File: src/logic/soc_pkg.sv
// shared widths, address map and bus types for the load/store side of the SoC, import with soc_pkg::*
package soc_pkg;

////////////////////////////////////////////////////////////
// bus widths
////////////////////////////////////////////////////////////

localparam int unsigned soc_aw = 14;         // byte address width, 16kB space
localparam int unsigned soc_dw = 32;         // data width
localparam int unsigned soc_bw = soc_dw/8;   // byte enables, one per byte lane

////////////////////////////////////////////////////////////
// address map
////////////////////////////////////////////////////////////

// the space is split in half by the top address bit
localparam int unsigned soc_sel_bit = soc_aw-1;

localparam logic slv_mem  = 1'b0;  // 0x0000 ~ 0x1fff data memory
localparam logic slv_gpio = 1'b1;  // 0x2000 ~ 0x3fff GPIO window

////////////////////////////////////////////////////////////
// load/store bus
////////////////////////////////////////////////////////////

// request, sampled on every clk edge with vld high
// no ready, slaves never stall
typedef struct packed {
  logic              vld;  // request present
  logic              wen;  // write enable
  logic [soc_aw-1:0] adr;  // byte address
  logic [soc_bw-1:0] ben;  // byte enables, writes only
  logic [soc_dw-1:0] wdt;  // write data
} bus_req_t;

// response, one cycle after the request
typedef struct packed {
  logic              vld;  // response present
  logic [soc_dw-1:0] rdt;  // read data, zero on writes
} bus_rsp_t;

////////////////////////////////////////////////////////////
// GPIO registers
////////////////////////////////////////////////////////////

// word offset inside the GPIO window, address bits [3:2]
// registers repeat through the rest of the window
typedef enum logic [1:0] {
  gpio_out = 2'd0,  // output values
  gpio_oen = 2'd1,  // output enables
  gpio_in  = 2'd2,  // synchronised inputs, read only
  gpio_rsv = 2'd3   // reserved, reads zero
} gpio_reg_e;

endpackage: soc_pkg
File: src/logic/soc_bus_dec.sv
// load/store address decoder, sends each request to data memory or GPIO and returns the response
`timescale 1ns/1ps

module soc_bus_dec import soc_pkg::*; (
  // system signals
  input  logic     clk,
  input  logic     rst_n,
  // master side
  input  bus_req_t req,
  output bus_rsp_t rsp,
  // data memory side
  output bus_req_t mem_req,
  input  bus_rsp_t mem_rsp,
  // GPIO side
  output bus_req_t gpio_req,
  input  bus_rsp_t gpio_rsp
);

////////////////////////////////////////////////////////////
// local signals
////////////////////////////////////////////////////////////

logic sel;    // slave addressed by the current request
logic sel_q;  // slave that took the previous request

////////////////////////////////////////////////////////////
// request path
////////////////////////////////////////////////////////////

// top address bit picks the half
assign sel = req.adr[soc_sel_bit];

// all fields go to both slaves, only vld is steered
always_comb begin
  mem_req      = req;
  mem_req.vld  = req.vld & (sel == slv_mem);
  gpio_req     = req;
  gpio_req.vld = req.vld & (sel == slv_gpio);
end

////////////////////////////////////////////////////////////
// response path
////////////////////////////////////////////////////////////

// remember who owns the response due next cycle
// only updated when a request is taken
always_ff @(posedge clk or negedge rst_n) begin
  if (!rst_n) begin
    sel_q <= slv_mem;  // memory after reset
  end else if (req.vld) begin
    sel_q <= sel;
  end
end

// the idle slave holds its vld low, so muxing on sel_q is enough
// this keeps alternating mem/GPIO traffic in order
always_comb begin
  case (sel_q)
    slv_gpio: rsp = gpio_rsp;
    default:  rsp = mem_rsp;
  endcase
end

endmodule: soc_bus_dec

File: config.mk
export PLATFORM = sky130hd
export DESIGN_NAME = soc_bus_dec
export DESIGN_NICKNAME = d
export VERILOG_FILES = /design/src/logic/soc_pkg.sv /design/src/logic/soc_bus_dec.sv
export SDC_FILE = /design/constraint.sdc
export NUM_CORES = 1
export LEC_CHECK = 0
export BUFFER_PORTS_ARGS = -buffer_cell sky130_fd_sc_hd__buf_2
export CAP_MARGIN = 20
export CORE_AREA = 4 4 98 100
export DETAILED_ROUTE_END_ITERATION = 7
export DIE_AREA = 0 0 102 104
export GPL_TIMING_DRIVEN = 0
export PLACE_DENSITY = 0.63
export SYNTH_ARGS = -nofsm -noshare
export SYNTH_HDL_FRONTEND = slang
export SYNTH_SLANG_ARGS = --single-unit
File: constraint.sdc
create_clock -name clk -period 2.7 [get_ports clk]
set_clock_uncertainty 0.15 [all_clocks]
set_input_delay 0.135 -clock clk [delete_from_list [all_inputs] [get_ports clk]]
set_output_delay 0.135 -clock clk [all_outputs]
set_load 0.05 [all_outputs]
-- Word level (Yosys, flattened, before mapping)
Cells that the tools add are included.
- register bits: 1
- input bits: 120
- mux-type cells: 1
- bitwise gates (word level): 3
- operator list (operator ; count):
    $mux 33 ; 1
    $and 1x1->1 ; 2
    $not 1->1 ; 1

-- Logic depth before layout (Yosys ltp)
- depth in word-level cells: 2
- depth in mapped cells: 3
- gate-level depth less buffers: 1

-- Worst setup path after synthesis
OpenSTA, ideal clock, no wires.
- path type: register to output
- from: register sel_q
- to: output rsp[10] in the netlist's numbering
- arrival time: 1.012 ns
- data required time: 2.415 ns
- slack: 1.403 ns
- cell stages (with the launch flop): 4
- cells stage by stage: dfrtp_1 > buf_6 > buf_12 > mux2_4
- RTL lines (element ; RTL line ; text):
    start, declared ; soc_bus_dec.sv:24 ; logic sel_q;
    start signal, assigned ; soc_bus_dec.sv:49 ; sel_q <= slv_mem;
    start signal, assigned ; soc_bus_dec.sv:51 ; sel_q <= sel;
    end, declared ; soc_bus_dec.sv:10 ; output bus_rsp_t rsp,

==> key figures <==
Outcome
  • Outcome: finished, final reports clean

Power and ir drop
  • Peak supply drop: 0.153 mV
  • Gate power share: 0.981
  • Power Total: 927 uW
  • NetSw: 596 uW
  • Leak pwr: 1.61 nW
  • Clock power frac: 0
  • PwrDens: 365 nW/um^2
  • Seq pwr share: 0.019
  • Int Power: 331 uW
  • Switching Share: 0.643

Global routing
  • Grt ovf: 0
  • Largest net degree at the start of global routing: 11
  • GRT Util Overall: 0.0781
  • Global-route wire length before repair: 7.15 mm
  • Vias in the first global route: 1,551
  • Initial antenna violation count: 0

Synthesis
  • Register bit count reported by yosys: 1
  • Netlist area before placement: 1370 sq um
  • Sequential share of the synthesized area: 0.0183
  • Distinct cells, synth: 8
  • Synth Instances: 143
  • Top post-synthesis cells by area: buf_4, mux2_4, buf_12
  • Mapped Nets: 263
  • Syn_area_per_cell: 9.55 sq um
  • YS warnings: 0
  • Area leader, netlist: buf_4
  • Area share of the largest cell type after synthesis: 0.560

Die
  • Die Wd: 102 um
  • Die area: 10,600 sq um
  • Die Height: 104 um
  • I/O Pins: 257
  • CORE AREA: 8680 sq um
  • Initial core utilization: 0.157
  • Row count: 34

Critical path
  • Worst Path Arrival: 1.18 ns
  • Peak fanout along the critical path: 10
  • Setup crit start: sel_q
  • RR Startpoint: sel_q
  • CP required: 2.41 ns
  • WS Path Type: register to primary output
  • Startpoint types: register
  • Crit. End Element: primary output

Timing
  • Worst hold slack: 0.261 ns
  • Setup TNS: 0 ns
  • Rel. slew slack: 0.810
  • Period minus WS final: 1.46 ns
  • Setup violators final: 0
  • Max Clk Rate: 685 MHz
  • Period utilization: 0.541
  • Worst-Margin Slew: 0.287 ns
  • Final hold vios: 0
  • RSZ-0062 raised after global routing: no
  • Pins Over Slew Limit: 0

Hold path
  • Critical hold path startpoint: req[51]
  • Min-Delay Path Class: input port to register

Routing
  • Routed WL: 4.86 mm
  • DR pass1 iterations: 3
  • Wire length per cell: 10.6 um
  • Vias: 1,517
  • Post-route ant nets: 0
  • Initial DRC count: 23
  • Vias per cell: 3.31
  • DRC: 0

Placed design
  • Post-DP HPWL: 4.69 mm
  • GPL Wtd Cong: 0.651
  • IO Port Bufs: 206

Cells and area
  • N_diodes: 0
  • Sequential cell area: 25.0 sq um
  • Biggest regs: sel_q x1
  • Core Util, Final: 0.293
  • Multi-input logic area: 504 sq um
  • Reg with most FFs: sel_q
  • # nets final: 472
  • Layout cells sized above 1: 0.989
  • Layout area overhead: 86.1%
  • Fillers: 952
  • Largest register FFs: 1

Run
  • Max-cap viol count: 0

Clocking
  • Worst skew pair latency: 0 ns
  • # Post-CTS Setup Buffers: 0
  • Clk pin slew, worst setup/hold paths: 0 ns
==> kinds of logic (layout without fill, tap and decap cells) <==
family | after synthesis | after routing | synth area share
flops | 1 | 1 | 0.0183
buf+inv | 106 | 313 | 0.613
mux | 34 | 34 | 0.360
simple gates | 2 | 2 | 0.00916
==> layout by cell type, fill, tap and decap left out <==
cell type	instances
mux2_2	5
mux2_4	29
dfrtp_1	1
buf_2	206
and2_1	1
buf_4	102
nor2b_1	1
dlygate4sd3_1	1
buf_6	1
buf_12	3
==> power groups by stage <==
stage	registers [mW]	logic, mW	clock network, mW
after floorplan	0.0173	0.743	0
final	0.0174	0.910	0
after global routing	0.0176	0.947	0
after detailed placement	0.0175	0.919	0
after global placement	0.0174	0.913	0
after CTS	0.0175	0.920	0
==> cell type report <==
cell class,instances,area share
plain buffers,106,0.329
well taps,108,0.0531
multi-input cells,36,0.198
repair buffers,207,0.409
flip-flops and latches,1,0.00984
==> critical path, cell delays in order (launching register included) <==
cell	delay (ns)
dfrtp_1	0.35
buf_6	0.15
buf_12	0.15
mux2_4	0.30
buf_2	0.21
==> cell usage after synthesis, drive strengths merged <==
cell / count
dfrtp: 1
nor2b: 1
buf: 106
mux2: 34
and2: 1
==> per-layer routing <==
metal / GRT usage / wire length, um / vias up / part of all wire
met1: 0.0794 / 1460 / 642 / 0.30
met4: 0.00187 / 0 / 0 / 0
met3: 0.00537 / 518 / 0 / 0.11
li1: - / - / 772 / -
met2: 0.172 / 2880 / 103 / 0.59
met5: 0 / 0 / - / 0
==> stage by stage <==
stage	cells	setup WS [ns]	instance area (sq um)
6_report	458	1.24	2540
5_1_grt	458	1.21	2540
4_1_cts	458	1.22	2540
3_5_place_dp	457	1.22	2530
3_3_place_gp	457	1.23	2530
2_1_floorplan	143	1.40	1370
==> worst paths after layout <==
kind	to	slack [ns]	depth (start not counted)
min in group asynchronous	sel_q	0.29	2
min	sel_q	0.26	2
max	rsp[26]	1.24	4
max reg2reg	sel_q	1.51	3
max in group asynchronous	sel_q	2.03	2
min reg2reg	sel_q	0.68	3
==> repair_timing <==
action,4_1_cts,5_1_grt
hold buffers,1,0
endpoints found under the hold margin,1,0
gates resized for setup,0,0
No activity file was read; power rests on OpenSTA's default activity.
