<file path="src/logic/soc_pkg.sv">
// shared widths, address map and bus types for the load/store side of the SoC, import with soc_pkg::*
package soc_pkg;

////////////////////////////////////////////////////////////
// bus widths
////////////////////////////////////////////////////////////

localparam int unsigned soc_aw = 14;         // byte address width, 16kB space
localparam int unsigned soc_dw = 32;         // data width
localparam int unsigned soc_bw = soc_dw/8;   // byte enables, one per byte lane

////////////////////////////////////////////////////////////
// address map
////////////////////////////////////////////////////////////

// the space is split in half by the top address bit
localparam int unsigned soc_sel_bit = soc_aw-1;

localparam logic slv_mem  = 1'b0;  // 0x0000 ~ 0x1fff data memory
localparam logic slv_gpio = 1'b1;  // 0x2000 ~ 0x3fff GPIO window

////////////////////////////////////////////////////////////
// load/store bus
////////////////////////////////////////////////////////////

// request, sampled on every clk edge with vld high
// no ready, slaves never stall
typedef struct packed {
  logic              vld;  // request present
  logic              wen;  // write enable
  logic [soc_aw-1:0] adr;  // byte address
  logic [soc_bw-1:0] ben;  // byte enables, writes only
  logic [soc_dw-1:0] wdt;  // write data
} bus_req_t;

// response, one cycle after the request
typedef struct packed {
  logic              vld;  // response present
  logic [soc_dw-1:0] rdt;  // read data, zero on writes
} bus_rsp_t;

////////////////////////////////////////////////////////////
// GPIO registers
////////////////////////////////////////////////////////////

// word offset inside the GPIO window, address bits [3:2]
// registers repeat through the rest of the window
typedef enum logic [1:0] {
  gpio_out = 2'd0,  // output values
  gpio_oen = 2'd1,  // output enables
  gpio_in  = 2'd2,  // synchronised inputs, read only
  gpio_rsv = 2'd3   // reserved, reads zero
} gpio_reg_e;

endpackage: soc_pkg
</file>
<file path="src/logic/soc_gpio.sv">
// GPIO controller on the load/store bus, output/enable registers and a synchronised input register
`timescale 1ns/1ps

module soc_gpio import soc_pkg::*; #(
  int unsigned gw = 32  // number of pins, 1 to 32
)(
  // system signals
  input  logic          clk,
  input  logic          rst_n,
  // load/store bus
  input  bus_req_t      req,
  output bus_rsp_t      rsp,
  // pins
  output logic [gw-1:0] gpio_o,  // output values
  output logic [gw-1:0] gpio_e,  // output enables
  input  logic [gw-1:0] gpio_i   // raw pin inputs
);

////////////////////////////////////////////////////////////
// local signals
////////////////////////////////////////////////////////////

gpio_reg_e         reg_sel;  // addressed register
logic              wr;       // write request
logic              rd;       // read request

logic [gw-1:0]     gpio_m;   // first sync stage, may go metastable
logic [gw-1:0]     gpio_s;   // second sync stage, safe to read

logic [soc_dw-1:0] rd_word;  // selected register, zero-extended

logic              rsp_vld;
logic [soc_dw-1:0] rsp_rdt;

// offset from bits [3:2], higher bits ignored so the block repeats
assign reg_sel = gpio_reg_e'(req.adr[3:2]);
assign wr      = req.vld &  req.wen;
assign rd      = req.vld & ~req.wen;

////////////////////////////////////////////////////////////
// register writes
////////////////////////////////////////////////////////////

// pins change right after the request edge
always_ff @(posedge clk or negedge rst_n) begin
  if (!rst_n) begin
    gpio_o <= '0;
    gpio_e <= '0;  // all pins start as inputs
  end else if (wr) begin
    case (reg_sel)
      gpio_out: begin
        for (int i = 0; i < gw; i++) begin
          if (req.ben[i/8]) begin
            gpio_o[i] <= req.wdt[i];  // lane of bit i
          end
        end
      end
      gpio_oen: begin
        for (int i = 0; i < gw; i++) begin
          if (req.ben[i/8]) begin
            gpio_e[i] <= req.wdt[i];
          end
        end
      end
      default: begin
        // gpio_in and gpio_rsv are not writable
      end
    endcase
  end
end

////////////////////////////////////////////////////////////
// input synchroniser
////////////////////////////////////////////////////////////

// pins are asynchronous to clk, two flops before use
always_ff @(posedge clk or negedge rst_n) begin
  if (!rst_n) begin
    gpio_m <= '0;
    gpio_s <= '0;
  end else begin
    gpio_m <= gpio_i;
    gpio_s <= gpio_m;
  end
end

////////////////////////////////////////////////////////////
// register reads
////////////////////////////////////////////////////////////

always_comb begin
  rd_word = '0;  // upper bits stay zero for gw < 32
  case (reg_sel)
    gpio_out: rd_word[gw-1:0] = gpio_o;
    gpio_oen: rd_word[gw-1:0] = gpio_e;
    gpio_in:  rd_word[gw-1:0] = gpio_s;
    default:  rd_word = '0;  // reserved
  endcase
end

// read data registered, writes answer with zero
always_ff @(posedge clk) begin
  if (rd) begin
    rsp_rdt <= rd_word;
  end else if (wr) begin
    rsp_rdt <= '0;
  end
end

// one response per request, one cycle later
always_ff @(posedge clk or negedge rst_n) begin
  if (!rst_n) begin
    rsp_vld <= 1'b0;
  end else begin
    rsp_vld <= req.vld;
  end
end

assign rsp.vld = rsp_vld;
assign rsp.rdt = rsp_rdt;

endmodule: soc_gpio

</file>
<file path="config.mk">
export PLATFORM = sky130hd
export DESIGN_NAME = soc_gpio
export DESIGN_NICKNAME = d
export VERILOG_FILES = /design/src/logic/soc_pkg.sv /design/src/logic/soc_gpio.sv
export SDC_FILE = /design/constraint.sdc
export NUM_CORES = 1
export LEC_CHECK = 0
export BUFFER_PORTS_ARGS = -buffer_cell sky130_fd_sc_hd__buf_2
export CAP_MARGIN = 10
export CORE_MARGIN = 2
export CORE_UTILIZATION = 42
export DETAILED_ROUTE_END_ITERATION = 10
export PLACE_DENSITY = 0.65
export SLEW_MARGIN = 40
export SYNTH_ARGS = -nofsm -noshare
export SYNTH_HDL_FRONTEND = slang
export SYNTH_SLANG_ARGS = --single-unit
</file>
<file path="constraint.sdc">
create_clock -name clk -period 1.68 [get_ports clk]
set_input_delay 0 -clock clk [delete_from_list [all_inputs] [get_ports clk]]
set_output_delay 0 -clock clk [all_outputs]
set_load 0.005 [all_outputs]
</file>
Word level (Yosys, flattened, before mapping)
Index checks and enable logic that the tools add are counted.
- add/subtract/negate cells: 0
- multiply operators: 0
- divide/modulo/power cells: 0
- $lt $le $gt $ge: 0
- equal/unequal tests: 2
- shift operators: 0
- mux-type cells: 3
- bitwise logic cells: 3
- reduce and logical (&&, ||, !) cells: 10
- operators by type and width (operator ; number):
    case mux 32 bit (3 select lines) ; 1
    2-to-1 mux 32 bit ; 2
    AND reduction 3 bit ; 8
    bitwise AND 1 bit ; 2
    equality test 2 x 1 -> 1 bit (second input constant) ; 1
    equality test 2 bit (second input constant) ; 1
    logical NOT 2 bit ; 1
    nonzero test 2 bit ; 1
    NOT 1 bit ; 1
- register bits: 161
- bits in latches: 0
- bits in writable memories: 0
- ROM bits: 0
- input port bits: 86
- output and inout bits: 97
- word-level logic and storage cells: 30
- memories: 0

Longest topological paths before layout
Gate-level depths: netlist of run 1.
- word-level depth: 3
- depth in mapped cells: 5
- gate-level depth less buffers: 3

Least setup slack after synthesis of run 1
OpenSTA, ideal clock, no wires.
- kind: input port to flip-flop
- from: input port req[51] (netlist name)
- to: register rsp_rdt[0], enable pin
- library setup time: 0.400 ns
- arrival: 0.897 ns
- data required time: 1.280 ns
- setup slack: 0.383 ns
- cell stages on the path: 1
- buffers on the path: 1
- cells stage by stage: clkbuf_1
- longest elaborated chain between the ends: 2
- elaborated cells between the ends (all ways): 3
- those cells by class: bitwise (2); reduce/logical (1)
- ends and longest elaborated chain (what ; line ; source):
    start: declaration ; soc_gpio.sv:11 ; input bus_req_t req,
    bitwise AND 1 bit, on equally long branches ; soc_gpio.sv:37, soc_gpio.sv:38 ;
    nonzero test 2 bit (no line) * ; - ;
    end signal: assignment ; soc_gpio.sv:104 ; rsp_rdt <= rd_word;
    end: declaration ; soc_gpio.sv:33 ; logic [soc_dw-1:0] rsp_rdt;
Every way passes the cells marked *; elsewhere a longest branch is shown, timed or not.
A chain may end at the register's enable or synchronous reset.

Final worst setup path of run 1
- from: input port req[51] (netlist name)
- to: register gpio_o[27]
- longest elaborated chain between the ends: 2
- ends and longest elaborated chain (what ; line ; source):
    bitwise AND 1 bit ; soc_gpio.sv:37 ; assign wr = req.vld & req.wen;
    AND reduction 3 bit (no line) ; - ;
    end signal: indexed assignment ; soc_gpio.sv:54 ; gpio_o[i] <= req.wdt[i];
    end: declaration ; soc_gpio.sv:14 ; output logic [gw-1:0] gpio_o,
No other way between the ends.

==> reports/qor.txt, run 1 <==
Post-DP HPWL: 9351 um
Hold_ws: 0.1177 ns
Clock power frac: 0.396
Post-synth ARST share: 0.8012
Largest area contributor in the netlist: dfrtp_1
Synth warn: 0
Clock Pin Slew Worst Setup and Hold Paths: 0.06 ns
Cells along the critical path: dlygate4sd3_1, buf_2, nand3_1, nor3_4, mux2_2
Worst skew pair latency: 0.42 ns
Syn_area_per_cell: 15.45 um2
Top layer in use: met4
Setup Fix Bufs, Post-CTS: 0
Max-cap viol count: 0
# resized after CTS: 0
First-pass GRT wire length: 21430 um
Vias in the first global route: 4095
Fin crit period: 1.479 ns
TritonCTS clock tree: yes
Most common cell in the netlist: dfrtp_1
Sw frac: 0.2310
Post-Syn Area: 5978 um2
Met2 Wirelength: 7183 um
Die height: 123.3 um
Psw: 2.398 mW
Share of cells above drive strength 1: 0.4878
Fmax: 676.0 MHz
Final clock skew: 0.004622 ns
Fin nets: 727
Hold Vio Cnt, Final: 0
I/O Buffers: 170
Metal-1 WL: 5851 um
Mapped Nets: 473
CTS Root Cell: clkbuf_16
# rows: 43
Total GRT Usage: 0.1945
Routability cong.: 0.7320
Largest net degree at the start of global routing: 61
Final core occ: 0.6029
Setup tns final: 0 ns
Top_reg_cell synth: dfrtp_1
Commonest cells in the netlist: dfrtp_1, mux2_2, nand2_1
Top-area cell type share of the netlist area: 0.5400
Starting Density: 0.4307
Sink Count: 161
Mapped Cells: 387
Crit-path max FO: 8
Post-synth EDFFs: 32
Kind of critical path: in2reg
Req. time, crit path: 1.98 ns
Nature of the critical path startpoint: input pin
Gr ovfl total: 0
Pre-antenna DRT Iters: 4
Die width: 123.3 um
Setup violators final: 0
Worst path slowest cell: dlygate4sd3_1
Pleak: 3.862 nW
Via/cell ratio: 4.764
Area grow syn2layout: 40.00%
DRC: 0
Final period util: 0.8805
Synth unique cells: 18
VDD IR max: 0.6121 mV
Synth top area cells: dfrtp_1, edfxtp_1, mux2_2, mux2i_1, or2_2
Die footprint: 15200 um2
Met3 routed wirelength: 691 um
Hold-fix buffers, CTS: 66
Worst setup EP type: register
Hold Path Class: in2async
FF+latch count, synth: 161
Worst reg-to-reg path cell count: 3
Pwr per Cell Area: 1241 nW/um2
Initial antenna violation count: 1
Number of CTS-inserted buffers: 17
Status: finished clean
Seq/Total Area, Yosys: 0.7007
Crit-path max cell delay: 0.51 ns
Flop pwr share: 0.460
WP data arrival: 1.78 ns
Total I/O pin count: 183
Least-Margin Pin Slew: 0.6846 ns
Combinational share of power: 0.144
Initial DRC Count: 127
Slew margin rel.: 0.5436
Final wirelength: 14010 um
RSZ-0062 raised after global routing: false
Clock Tree Buf Depth: 2
Vias: 3978
H-Tree Depth: 4
Fin. max-slew vios: 0
Core Region: 13880 um2
Internal Power: 7.985 mW
Remaining antenna violation count: 0
Wire per inst: 16.77 um
-- placed cells by master (no fill, tap or decap), drive strengths merged, types with 5 or more instances in the layout --
cell	instances
buf	187
dfrtp	129
dlygate4sd3	66
mux2	64
nand2	33
mux2i	32
or2	32
a21oi	32
edfxtp	32
clkbuf	21
bufinv	5
-- metal layers --
metal | track usage | vias up
met3 | 0.04613 | 18
met1 | 0.2422 | 1993
met5 | 0 | -
met2 | 0.3245 | 113
li1 | - | 1854
met4 | 0.08452 | 0
-- power groups by stage --
stage / combinational (mW) / clock, mW / sequential (mW)
6_report: 1.49 / 4.11 / 4.78
5_1_grt: 1.65 / 4.38 / 4.84
4_1_cts: 1.52 / 4.20 / 4.78
3_5_place_dp: 1.40 / 0 / 4.85
3_3_place_gp: 1.37 / 0 / 4.81
2_1_floorplan: 0.644 / 0 / 4.85
-- path summary, 6_finish.rpt --
| kind | startpoint | endpoint | slack [ns] |
|---|---|---|---|
| min in group clk | req[39] | gpio_o[31]$_DFFE_PN0P_ | 0.17 |
| max in group asynchronous | rst_n | gpio_e[18]$_DFFE_PN0P_ | 0.87 |
| worst min-delay path | rst_n | gpio_e[13]$_DFFE_PN0P_ | 0.12 |
| worst min register to register | gpio_m[5]$_DFF_PN0_ | gpio_s[5]$_DFF_PN0_ | 0.35 |
| worst max-delay path | req[51] | gpio_o[27]$_DFFE_PN0P_ | 0.20 |
| worst max register to register | gpio_e[31]$_DFFE_PN0P_ | rsp_rdt[31]$_SDFFCE_PN0P_ | 0.61 |
-- worst max-delay path, delay by kind of cell --
family                 cells  cell delay [ns]
and+or+nand+nor            2             0.65
buffers and inverters      2             0.72
muxes                      1             0.41
-- flip-flops by register name, indices dropped and copies added, names as in the netlist --
register,cells
rsp_vld,1
gpio_o,32
gpio_e,32
gpio_s,32
gpio_m,32
rsp_rdt,32
-- layout make-up --
type / count / area [um2]
Antenna cell: 1 / 2.502
Clock buffer: 21 / 440.4
Clock inverter: 11 / 186.4
Fill cell: 1115 / 5512
Multi-Input combinational cell: 208 / 1668
Sequential cell: 161 / 4189
Tap cell: 180 / 225.2
Timing Repair Buffer: 253 / 1658
-- per-stage QoR --
stage          total power, mW  cells  setup WS (ns)  instance area (um2)
3_3_place_gp             6.183    736         0.2855                 7079
6_report                 10.38    835         0.2008                 8369
5_1_grt                  10.87    835        0.08617                 8369
3_5_place_dp             6.252    736         0.2626                 7079
4_1_cts                  10.50    834         0.1770                 8367
2_1_floorplan            5.491    387         0.3827                 5978
-- cell families (layout without fill, tap and decap cells) --
kind of cell	count (synthesis)	in the layout	share of synthesized area
multiplexers	96	96	0.1741
buffers and inverters	18	285	0.02030
AO/OA/AOI/OAI	32	32	0.02679
other	0	1	0
AND/OR/NAND/NOR	80	80	0.07807
flip-flops	161	161	0.7007
Power figures use the tool's default switching activity.
==> inputs of run 2 (changes only) <==
--- a/config.mk
+++ b/config.mk
@@ -5,11 +5,13 @@
 export SDC_FILE = /design/constraint.sdc
 export NUM_CORES = 1
 export LEC_CHECK = 0
+export ABC_AREA = 1
 export BUFFER_PORTS_ARGS = -buffer_cell sky130_fd_sc_hd__buf_2
 export CAP_MARGIN = 10
-export CORE_MARGIN = 2
+export CORE_MARGIN = 4
 export CORE_UTILIZATION = 42
 export DETAILED_ROUTE_END_ITERATION = 10
+export GPL_ROUTABILITY_DRIVEN = 0
 export PLACE_DENSITY = 0.65
 export SLEW_MARGIN = 40
 export SYNTH_ARGS = -nofsm -noshare
==> reports/qor.txt, run 2 <==
Status: finished clean
Synth unique cells: 17 (-1)
Fin area: 8434 um2 (+0.78%)
Synth warn: 0 (unchanged)
Slew margin rel.: 0.4836 (-0.05997)
Most frequent cells in the layout: nand2_1, buf_2, dfrtp_1
Pwr per Cell Area: 1192 nW/um2 (-3.9%)
Worst skew pair latency: 0.43 ns (about the same)
Least-Margin Pin Slew: 0.7718 ns (+0.08721 ns)
Starting Density: 0.4321 (+0.001465)
Top-area cell type share of the netlist area: 0.5320 (-0.008016)
RSZ-0062 raised after global routing: false
Overall power: 10.05 mW (-3.2%)
Commonest non-fill, non-tap cell in the layout: nand2_1
Core Region: 14040 um2 (+1.2%)
H-Tree Depth: 4 (unchanged)
Die width: 128.2 um (+4.0%)
Most common cell in the netlist: nand2_1
FF+latch count, synth: 161 (unchanged)
Clock Tree Buf Depth: 2 (unchanged)
Syn_area_per_cell: 10.18 um2 (-34%)
Seq/Total Area, Yosys: 0.6903 (-0.01040)
Final clock skew: 0.009141 ns (+0.004519 ns)
Fmax: 890.7 MHz (+32%)
Nature of the critical path startpoint: input pin
Setup Fix Bufs, Post-CTS: 0 (unchanged)
Req. time, crit path: 2.04 ns (+0.06 ns)
Max-cap viol count: 0 (unchanged)
# resized after CTS: 0 (unchanged)
Remaining antenna violation count: 0 (unchanged)
I/O Buffers: 170 (unchanged)
DRC: 0 (unchanged)
Fin nets: 919 (+26%)
Post-DP HPWL: 11150 um (+19%)
Largest net degree at the start of global routing: 57 (-6.6%)
Kind of critical path: in2reg
Share of cells above drive strength 1: 0.2648 (-0.2230)
Largest area contributor in the netlist: dfrtp_1
Crit-path max FO: 36 (+28)
Commonest cells in the netlist: nand2_1, dfrtp_1, nand3_1
Number of CTS-inserted buffers: 17 (unchanged)
Gr ovfl total: 0 (unchanged)
Setup violators final: 0 (unchanged)
Mapped Nets: 682 (+44%)
Post-Syn Area: 6068 um2 (+1.5%)
# rows: 43 (unchanged)
Sink Count: 161 (unchanged)
Final core occ: 0.6006 (-0.002297)
Via/cell ratio: 5.024 (+5.5%)
Worst setup EP type: register
Post-synth EDFFs: 32 (unchanged)
First-pass GRT wire length: 27920 um (+30%)
Post-synth ARST share: 0.8012 (unchanged)
Setup tns final: 0 ns (unchanged)
Final period util: 0.6683 (-0.2122)
Die footprint: 16440 um2 (+8.1%)
Total GRT Usage: 0.2234 (+0.02892)
Fin crit period: 1.123 ns (-0.3564 ns)
Fin. max-slew vios: 0 (unchanged)
Hold Path Class: in2reg
Die height: 128.2 um (+4.0%)
WP data arrival: 1.48 ns (-0.30 ns)
Top_reg_cell synth: dfrtp_1
TritonCTS clock tree: yes
Initial DRC Count: 339 (+170%)
Hold_ws: 0.02390 ns (-0.09380 ns)
Wire per inst: 17.04 um (+1.6%)
Initial antenna violation count: 3 (+2)
Area after DPL: 7177 um2 (+1.4%)
Pre-antenna DRT Iters: 5 (+1)
Area grow syn2layout: 38.99%
Vias in the first global route: 5312 (+30%)
Pleak: 4.329 nW (+12%)
Final wirelength: 17510 um (+25%)
Hold Vio Cnt, Final: 0 (unchanged)
CTS Root Cell: clkbuf_16
Mapped Cells: 596 (+54%)
Clock Pin Slew Worst Setup and Hold Paths: 0.06 ns (about the same)
Synth top area cells: dfrtp_1, edfxtp_1, nand2_1, nand3_1, o21ai_0
Total I/O pin count: 183 (unchanged)
VDD IR max: 0.7254 mV (+19%)
Vias: 5160 (+30%)
run 2: changes by cell type after synthesis, sizes merged, moves of 13 or more:
cell    change
clkbuf     +13
or2        -32
mux2       -64
o21ai      +64
a21oi      -32
nand2     +160
inv        +36
nand3      +96
mux2i      -32
run 2: repair_timing:
item                                    CTS  global route
endpoints found under the setup margin    0             0
hold buffers                             65             0
hold endpoints to repair                189             0
run 2: metrics by stage:
step	setup WS, ns	instances
floorplan	0.3827	596
global placement	0.1606	929
detailed placement	0.1292	929
CTS	0.5576	1026
global route	0.4338	1027
finish	0.5572	1027
run 2: kinds of logic after synthesis:
kind of cell / share of synthesized area
buffers and inverters: 0.04392
AND/OR/NAND/NOR: 0.2130
flip-flops: 0.6903
AO/OA/AOI/OAI: 0.05278
run 2: routing by layer:
layer | vias to the layer above | part of all wire | wire length [um] | track usage
met3 | 42 | 0.064 | 1113 | 0.05833
met2 | 187 | 0.49 | 8591 | 0.3604
li1 | 2421 | - | - | -
met4 | 4 | 0.031 | 542 | 0.1136
met5 | - | 0.0016 | 28 | 0
met1 | 2506 | 0.41 | 7228 | 0.2776
run 2: cell type report:
type                       count  area (um2)
multi-input combinational    367        1620
timing repair buffer         250        1658
clock inverter                11       163.9
inverter                      36       135.1
sequential                   161        4189
clock buffer                  21       440.4
fill                        1159        5608
tap                          180       225.2
antenna                        1       2.502
run 2: critical path, stage by stage:
cell,delay [ns]
buf_2,0.09
buf_4,0.19
nand2_2,0.47
nor2_2,0.53
nand2_1,0.10
nand2_1,0.08
run 2: power by group:
part           internal, mW  switching (mW)
Sequential             4.43           0.297
Combinational         0.610           0.729
Clock                  2.48            1.51
Total                  7.52            2.53
run 2: worst paths after layout:
path	from	slack, ns	depth (start not counted)	endpoint
worst max-delay path	req[38]	0.56	6	gpio_e[4]$_DFFE_PN0P_
worst min register to register	gpio_m[7]$_DFF_PN0_	0.35	0	gpio_s[7]$_DFF_PN0_
worst min-delay path	req[51]	0.02	2	rsp_vld$_DFF_PN0_
worst max register to register	gpio_e[26]$_DFFE_PN0P_	0.75	4	rsp_rdt[26]$_SDFFCE_PN0P_
max in group asynchronous	rst_n	0.90	3	gpio_s[0]$_DFF_PN0_
min in group asynchronous	rst_n	0.13	2	gpio_m[25]$_DFF_PN0_
